File: config.mk
export PLATFORM = sky130hd
export DESIGN_NAME = user_logic
export DESIGN_NICKNAME = d
export VERILOG_FILES = /design/src/design/freshness_pkg.sv /design/src/design/tap_decoder.sv /design/src/design/input_decoder.sv /design/src/design/range_check.sv /design/src/design/tap_encoder.sv /design/src/design/user_logic.sv
export SDC_FILE = /design/constraint.sdc
export NUM_CORES = 2
export LEC_CHECK = 0
export BUFFER_PORTS_ARGS = -buffer_cell sky130_fd_sc_hd__buf_2
export CORE_MARGIN = 10
export CORE_UTILIZATION = 69
export CTS_CLUSTER_DIAMETER = 150
export CTS_CLUSTER_SIZE = 16
export DETAILED_ROUTE_END_ITERATION = 7
export PLACE_DENSITY = 0.95
export SLEW_MARGIN = 25
export SYNTH_ARGS = -nofsm -noshare
export SYNTH_HDL_FRONTEND = slang
export SYNTH_SLANG_ARGS = --single-unit
File: constraint.sdc
create_clock -name tck -period 81.3 [get_ports tck]
set_clock_uncertainty 0.05 [all_clocks]
set_input_delay 16.26 -clock tck [delete_from_list [all_inputs] [get_ports tck]]
set_output_delay 16.26 -clock tck [all_outputs]
set_load 0.03 [all_outputs]
File: src/design/freshness_pkg.sv
package freshness_pkg;

    localparam int BYTE_WIDTH = 8;

    // Ingredient IDs and range bounds
    localparam int ID_WIDTH = 49;
    localparam int ID_BYTES = 7;

    // Chain length, one range per stage
    localparam int RANGE_UNITS = 16;

    localparam int RESULT_WIDTH = 16;

    // Counts 0 .. ID_BYTES
    localparam int BYTE_CNT_WIDTH = $clog2(ID_BYTES + 1);

    // First byte of a record
    typedef enum logic [BYTE_WIDTH-1:0] {
        OP_RANGE = 8'h52,
        OP_ID    = 8'h49
    } opcode_t;

    typedef enum logic [1:0] {
        WAIT_OP,
        RANGE_LO,
        RANGE_HI,
        ID_VAL
    } dec_state_t;

    // sel is 1 for an ID, 0 for a range bound
    typedef struct packed {
        logic                sel;
        logic                valid;
        logic [ID_WIDTH-1:0] data;
    } id_word_t;

    // updated lands on bit 16, count is shifted out LSB first
    typedef struct packed {
        logic                    updated;
        logic [RESULT_WIDTH-1:0] count;
    } result_t;

endpackage

File: src/design/tap_decoder.sv
module tap_decoder (
    input  logic                               tck,
    input  logic                               rst,
    input  logic                               tdi,
    input  logic                               ir_is_user,
    input  logic                               shift_dr,
    input  logic                               update_dr,
    output logic [freshness_pkg::BYTE_WIDTH-1:0] byte_data,
    output logic                               byte_valid
);

    import freshness_pkg::*;

    logic [BYTE_WIDTH-1:0] shift_q;
    logic                  do_shift;
    logic                  do_update;

    assign do_shift  = ir_is_user && shift_dr;
    assign do_update = ir_is_user && update_dr;

    // LSB arrives first, so new bits enter at the top
    always_ff @(posedge tck) begin
        if (do_shift) begin
            shift_q <= {tdi, shift_q[BYTE_WIDTH-1:1]};
        end
    end

    always_ff @(posedge tck) begin
        if (do_update) begin
            byte_data <= shift_q;
        end
    end

    // One-cycle strobe after update-DR
    always_ff @(posedge tck) begin
        if (rst) begin
            byte_valid <= 1'b0;
        end else begin
            byte_valid <= do_update;
        end
    end

    // TAP can't be in Shift-DR and Update-DR at once
    a_shift_update_exclusive: assert property (
        @(posedge tck) disable iff (rst)
        !(shift_dr && update_dr)
    );

endmodule

File: src/design/input_decoder.sv
module input_decoder (
    input  logic                                 tck,
    input  logic                                 rst,
    input  logic                                 byte_valid,
    input  logic [freshness_pkg::BYTE_WIDTH-1:0] byte_data,
    output freshness_pkg::id_word_t              word
);

    import freshness_pkg::*;

    dec_state_t                state;
    opcode_t                   opcode;
    logic [BYTE_CNT_WIDTH-1:0] byte_cnt;
    logic [ID_WIDTH-1:0]       value_q;
    logic [ID_WIDTH-1:0]       value_next;
    logic                      value_done;
    logic                      in_value;

    assign opcode = opcode_t'(byte_data);

    // Big-endian, upper bits of the first byte fall off
    assign value_next = {value_q[ID_WIDTH-BYTE_WIDTH-1:0], byte_data};

    assign in_value   = (state != WAIT_OP);
    assign value_done = (byte_cnt == BYTE_CNT_WIDTH'(ID_BYTES - 1));

    always_ff @(posedge tck) begin
        if (byte_valid && in_value) begin
            value_q <= value_next;
        end
    end

    always_ff @(posedge tck) begin
        if (rst) begin
            state      <= WAIT_OP;
            byte_cnt   <= '0;
            word.valid <= 1'b0;
        end else begin
            word.valid <= 1'b0;
            if (byte_valid) begin
                case (state)
                    WAIT_OP: begin
                        // Unknown opcodes are dropped here
                        if (opcode == OP_RANGE) begin
                            state <= RANGE_LO;
                        end else if (opcode == OP_ID) begin
                            state <= ID_VAL;
                        end
                    end
                    default: begin
                        if (value_done) begin
                            word.valid <= 1'b1;
                            word.sel   <= (state == ID_VAL);
                            word.data  <= value_next;
                            byte_cnt   <= '0;
                            if (state == RANGE_LO) begin
                                state <= RANGE_HI;
                            end else begin
                                state <= WAIT_OP;
                            end
                        end else begin
                            byte_cnt <= byte_cnt + 1'b1;
                        end
                    end
                endcase
            end
        end
    end

    a_byte_cnt_bound: assert property (
        @(posedge tck) disable iff (rst)
        byte_cnt <= ID_BYTES
    );

endmodule

File: src/design/range_check.sv
module range_check (
    input  logic                    tck,
    input  logic                    rst,
    input  freshness_pkg::id_word_t upstream,
    output freshness_pkg::id_word_t downstream
);

    import freshness_pkg::*;

    typedef enum logic [1:0] {
        FILL_EMPTY,
        FILL_LOW,
        FILL_FULL
    } fill_t;

    fill_t               fill;
    logic [ID_WIDTH-1:0] lo_q;
    logic [ID_WIDTH-1:0] hi_q;
    logic                is_range;
    logic                is_id;
    logic                capture;
    logic                in_range;
    logic                absorb;

    assign is_range = upstream.valid && !upstream.sel;
    assign is_id    = upstream.valid && upstream.sel;
    assign capture  = is_range && (fill != FILL_FULL);

    // Inclusive on both ends
    assign in_range = (upstream.data >= lo_q) && (upstream.data <= hi_q);
    assign absorb   = is_id && (fill == FILL_FULL) && in_range;

    always_ff @(posedge tck) begin
        if (capture && fill == FILL_EMPTY) begin
            lo_q <= upstream.data;
        end
        if (capture && fill == FILL_LOW) begin
            hi_q <= upstream.data;
        end
    end

    always_ff @(posedge tck) begin
        if (rst) begin
            fill <= FILL_EMPTY;
        end else if (capture) begin
            fill <= (fill == FILL_EMPTY) ? FILL_LOW : FILL_FULL;
        end
    end

    always_ff @(posedge tck) begin
        if (rst) begin
            downstream.valid <= 1'b0;
        end else begin
            downstream.valid <= upstream.valid && !capture && !absorb;
            downstream.sel   <= upstream.sel;
            downstream.data  <= upstream.data;
        end
    end

    a_no_captured_out: assert property (
        @(posedge tck) disable iff (rst)
        capture |=> !downstream.valid
    );

endmodule

File: src/design/tap_encoder.sv
module tap_encoder (
    input  logic                   tck,
    input  logic                   rst,
    input  logic                   ir_is_user,
    input  logic                   capture_dr,
    input  logic                   shift_dr,
    input  freshness_pkg::result_t result,
    output logic                   tdo,
    output logic                   captured
);

    import freshness_pkg::*;

    localparam int SHIFT_BITS = $bits(result_t);

    logic [SHIFT_BITS-1:0] shift_q;
    logic                  do_capture;
    logic                  do_shift;

    assign do_capture = ir_is_user && capture_dr;
    assign do_shift   = ir_is_user && shift_dr;

    // Tells user_logic to clear its updated flag
    assign captured = do_capture;

    // Count goes out LSB first, updated flag last
    always_ff @(posedge tck) begin
        if (rst) begin
            shift_q <= '0;
        end else if (do_capture) begin
            shift_q <= result;
        end else if (do_shift) begin
            shift_q <= {1'b0, shift_q[SHIFT_BITS-1:1]};
        end
    end

    assign tdo = shift_q[0];

    // Capture-DR and Shift-DR are distinct TAP states
    a_capture_shift_exclusive: assert property (
        @(posedge tck) disable iff (rst)
        !(capture_dr && shift_dr)
    );

endmodule

File: src/design/user_logic.sv
module user_logic (
    input  logic tck,
    input  logic rst,
    input  logic tdi,
    input  logic ir_is_user,
    input  logic capture_dr,
    input  logic shift_dr,
    input  logic update_dr,
    output logic tdo
);

    import freshness_pkg::*;

    logic [BYTE_WIDTH-1:0]   byte_data;
    logic                    byte_valid;
    id_word_t                chain [0:RANGE_UNITS];
    logic [RESULT_WIDTH-1:0] total_q;
    logic [RESULT_WIDTH-1:0] spoiled_q;
    logic                    updated_q;
    logic                    total_inc;
    logic                    spoiled_inc;
    logic                    captured;
    result_t                 result;

    tap_decoder tap_decoder_i (
        .tck        (tck),
        .rst        (rst),
        .tdi        (tdi),
        .ir_is_user (ir_is_user),
        .shift_dr   (shift_dr),
        .update_dr  (update_dr),
        .byte_data  (byte_data),
        .byte_valid (byte_valid)
    );

    input_decoder input_decoder_i (
        .tck        (tck),
        .rst        (rst),
        .byte_valid (byte_valid),
        .byte_data  (byte_data),
        .word       (chain[0])
    );

    for (genvar i = 0; i < RANGE_UNITS; i++) begin : range_check_gen
        range_check range_check_i (
            .tck        (tck),
            .rst        (rst),
            .upstream   (chain[i]),
            .downstream (chain[i+1])
        );
    end

    // IDs entering the chain vs. IDs that fell out the far end
    assign total_inc   = chain[0].valid && chain[0].sel;
    assign spoiled_inc = chain[RANGE_UNITS].valid && chain[RANGE_UNITS].sel;

    always_ff @(posedge tck) begin
        if (rst) begin
            total_q   <= '0;
            spoiled_q <= '0;
            updated_q <= 1'b0;
        end else begin
            if (total_inc) begin
                total_q <= total_q + 1'b1;
            end
            if (spoiled_inc) begin
                spoiled_q <= spoiled_q + 1'b1;
            end
            // a new increment wins over a read in the same cycle
            if (total_inc || spoiled_inc) begin
                updated_q <= 1'b1;
            end else if (captured) begin
                updated_q <= 1'b0;
            end
        end
    end

    assign result.count   = total_q - spoiled_q;
    assign result.updated = updated_q;

    tap_encoder tap_encoder_i (
        .tck        (tck),
        .rst        (rst),
        .ir_is_user (ir_is_user),
        .capture_dr (capture_dr),
        .shift_dr   (shift_dr),
        .result     (result),
        .tdo        (tdo),
        .captured   (captured)
    );

endmodule

==> qor.yml <==
clk_path_buf_depth: 3
die-width_um: 432
period_minus_slack_ns: 18.97
clock_power_share_pct: 34.9
synth_top_cells_by_area: "sky130_fd_sc_hd__edfxtp_1, sky130_fd_sc_hd__ha_1, sky130_fd_sc_hd__inv_1"
criticalPathCategory: "in -> reg"
grt_setup_unrepaired: "false"
grt_pass1_vias: 75600
sw_frac_of_total_pct: 21.8
status: "finished, violations left"
core_region_area_um2: 169000
final_gp_congestion: 0.875
cts_tree: "built"
vias: 72200
finalNetCount: 10300
timing.max_cap.violations: 0
grt_antenna_before_repair: 3
layout.cells.most_common_list: "sky130_fd_sc_hd__edfxtp_1, sky130_fd_sc_hd__inv_1, sky130_fd_sc_hd__ha_1, sky130_fd_sc_hd__a21oi_1, sky130_fd_sc_hd__a21o_1"
area_growth_pct: 7.12
worstHoldPathCells: 0
cts.root.buffer_cell: "sky130_fd_sc_hd__clkbuf_16"
initial_util_pct: 69.2
post_syn_instances: 8481
portbufs: 7
grt_start_max_net_pins: 148
ff2ff_path_depth: 8
vdd_ir_drop_max_mv: 0.0236
seqCellArea_um2: 75000
mostFrequentLayoutCell: "sky130_fd_sc_hd__edfxtp_1"
p_comb_share_pct: 3.8
yosysUniqueCellTypes: 74
crit_family: "buffers and inverters"
cell_area_after_synthesis_um2: 117000
die_h_um: 432
power_switching_uw: 528
hold_path_startpoint: "tap_decoder_i.shift_q[0]$_DFFE_PP_"
synthDominantAreaCellType: "sky130_fd_sc_hd__edfxtp_1"
drive_above_1_share_pct: 3.47
cts-buffers-inserted: 176
yosys_warnings: 0
design_power_total_mw: 2.42
required_ns: 82.01
cells_resized_by_post_cts_repair: 0
totalNegativeSetupSlack_ns: 0
hold_path_class: "reg -> reg"
worstReg2RegEnd: "range_check_gen[12].range_check_i.downstream[49]$_SDFF_PP0_"
io_count: 8
dr.pass1.iters: 8
p_leak_nw: 53.7
p_per_area_nw_per_um2: 19.3
timing.critical_path.fanout_max: 96
finalWirelength_mm: 267
row_count: 151
cts_max_level: 4
worst_slew_pin_slew_ns: 1.05
ant_nets: 0
cts.reportedPaths.clkPinSlew_ns: 0.08
remaining_drc_errors: 1
hold_violations: 0
grtUsageTotal_pct: 28.2
cp-end-kind: "flop"
startpoint_type: "primary input"
grt_first_pass_wirelength_mm: 417
sequential_fraction_of_the_synthesis_area_pct: 64.0
hpwlAfterDp_mm: 178
finalSetupViolCount: 0
drv_slew: 0
insertion_delay_ns: 0.84
tritoncts_num_sinks: 2531
synth_enable_flop_cells: 2426
failed_checks: "design-rule violations"
worstPathArrival_ns: 19.68
rrSetupSlack_ns: 77.84
cts_setup_buffers: 0
asyncSetResetFlopFracSynth_pct: 0
final.fill_count: 8458
min_delay_worst_endpoint: "tap_decoder_i.byte_data[0]$_DFFE_PP_"
die_area_um2: 187000
yosys_most_used_dff: "sky130_fd_sc_hd__edfxtp_1"
slowest_stage: "sky130_fd_sc_hd__buf_4"
slowest_delay_ns: 0.75
grt_remaining_overflow: 0
yosysTopAreaCellShare_pct: 62.2
crit_top_cell: "sky130_fd_sc_hd__buf_4"
postSynthRegisterBits: 2531
cts_hold_repair.buffers: 0
maxSlewHeadroom_pct: 29.9
multiInputGateArea_um2: 36200
drt_iter0_drc: 8719
crit_buf_inv: 4
power.sequential.fraction_pct: 61.3
internal_power_mw: 1.89
drt-wirelength-per-cell_um: 24.3
timing.fmax_mhz: 52.7
syn-num-nets: 10100
timing.rr.start: "range_check_gen[11].range_check_i.downstream[14]$_DFFE_PN_"
via_per_inst: 6.55
path_cells: "buf_4 > inv_8 > buf_4 > buf_6 > o211a_1 > nor4b_1 > o21ai_0 > o22ai_1"
average_cell_area_after_synthesis_um2: 13.8
period_share_pct: 23.3
-- per-stage QoR --
stage	util [%]	cell area (um2)	std cells	hold WS (ns)	worst slack [ns]
floorplan	-	117000	8481	0.350	41.07
global placement	71.2	120000	10700	0.356	61.61
detailed placement	71.2	120000	10700	0.355	61.39
CTS	74.1	125000	11000	0.374	62.22
global route	74.2	125000	11000	0.395	62.27
finish	74.2	125000	11000	0.381	62.33
-- how the worst max path moves through the flow --
stage | from | endpoint | slack (ns) | cells after the start
2_1_floorplan | rst | range_check_gen[13].range_check_i.downstream[49]$_SDFF_PP0_ | 41.07 | 4
3_3_place_gp | rst | range_check_gen[1].range_check_i.downstream[49]$_SDFF_PP0_ | 61.61 | 8
3_5_place_dp | rst | range_check_gen[1].range_check_i.downstream[49]$_SDFF_PP0_ | 61.39 | 8
4_1_cts | rst | range_check_gen[1].range_check_i.downstream[49]$_SDFF_PP0_ | 62.22 | 8
5_1_grt | rst | range_check_gen[1].range_check_i.downstream[49]$_SDFF_PP0_ | 62.27 | 8
6_report | rst | range_check_gen[1].range_check_i.downstream[49]$_SDFF_PP0_ | 62.33 | 8
-- registers in the layout (all words and copies together), names as in the netlist, 2 cells and up --
| signal | flops |
|---|---|
| range_check_gen.range_check_i.fill | 32 |
| total_q | 16 |
| range_check_gen.range_check_i.downstream | 767 |
| range_check_gen.range_check_i.lo_q | 784 |
| tap_encoder_i.shift_q | 17 |
| input_decoder_i.state | 2 |
| input_decoder_i.byte_cnt | 3 |
| input_decoder_i.value_q | 41 |
| input_decoder_i.word | 51 |
| tap_decoder_i.shift_q | 8 |
| range_check_gen.range_check_i.hi_q | 784 |
| spoiled_q | 16 |
| tap_decoder_i.byte_data | 8 |
-- power groups by stage --
stage | Sequential (mW) | Clock [mW] | Combinational (mW)
finish | 1.48 | 0.843 | 0.0919
global route | 1.49 | 0.881 | 0.101
CTS | 1.48 | 0.837 | 0.0901
detailed placement | 1.51 | 0 | 0.0850
global placement | 1.51 | 0 | 0.0721
floorplan | 1.51 | 0 | 0.0584
-- routing by layer --
layer	global-route usage, %	vias to the layer above	share of wire (%)
met3	4.58	1000	8.3
met5	0	-	0.0090
met2	50.3	4515	52
li1	-	31500	-
met1	33.8	35200	36
met4	12.3	4	4.4
-- logic make-up after synthesis --
logic type	synth area share, %
DFF	64.0
buffers and inverters	5.25
adders and majority gates	17.0
AOI/OAI and AO/OA	8.01
and+or+nand+nor	5.45
xor gates and xnor gates	0.284
muxes	0.0257
-- cells in the mapped netlist, types with 17 or more instances --
master,instances
sky130_fd_sc_hd__a2111oi_0,34
sky130_fd_sc_hd__a211oi_1,75
sky130_fd_sc_hd__a21o_1,437
sky130_fd_sc_hd__a21oi_1,468
sky130_fd_sc_hd__a31oi_1,29
sky130_fd_sc_hd__and3_1,23
sky130_fd_sc_hd__and4_1,27
sky130_fd_sc_hd__dfxtp_1,105
sky130_fd_sc_hd__edfxtp_1,2426
sky130_fd_sc_hd__ha_1,1585
sky130_fd_sc_hd__inv_1,1617
sky130_fd_sc_hd__nand2_1,221
sky130_fd_sc_hd__nand2b_1,24
sky130_fd_sc_hd__nand3_1,95
sky130_fd_sc_hd__nand4_1,303
sky130_fd_sc_hd__nor2_1,270
sky130_fd_sc_hd__nor2b_1,73
sky130_fd_sc_hd__nor3_1,78
sky130_fd_sc_hd__nor3b_1,17
sky130_fd_sc_hd__nor4_1,42
sky130_fd_sc_hd__o211ai_1,41
sky130_fd_sc_hd__o21a_1,24
sky130_fd_sc_hd__o21ai_0,221
sky130_fd_sc_hd__xnor2_1,24
-- layout make-up --
class | instances | share of cell area (%)
well taps | 2218 | 2.21
flip-flops and latches | 2531 | 59.8
multi-input cells | 4313 | 28.8
repair buffers | 63 | 0.381
diodes | 3 | 0.00599
clock buffers | 255 | 3.80
clock inverters | 11 | 0.139
inverters | 1619 | 4.85
Note: power is estimated with default switching activity, not from simulation.
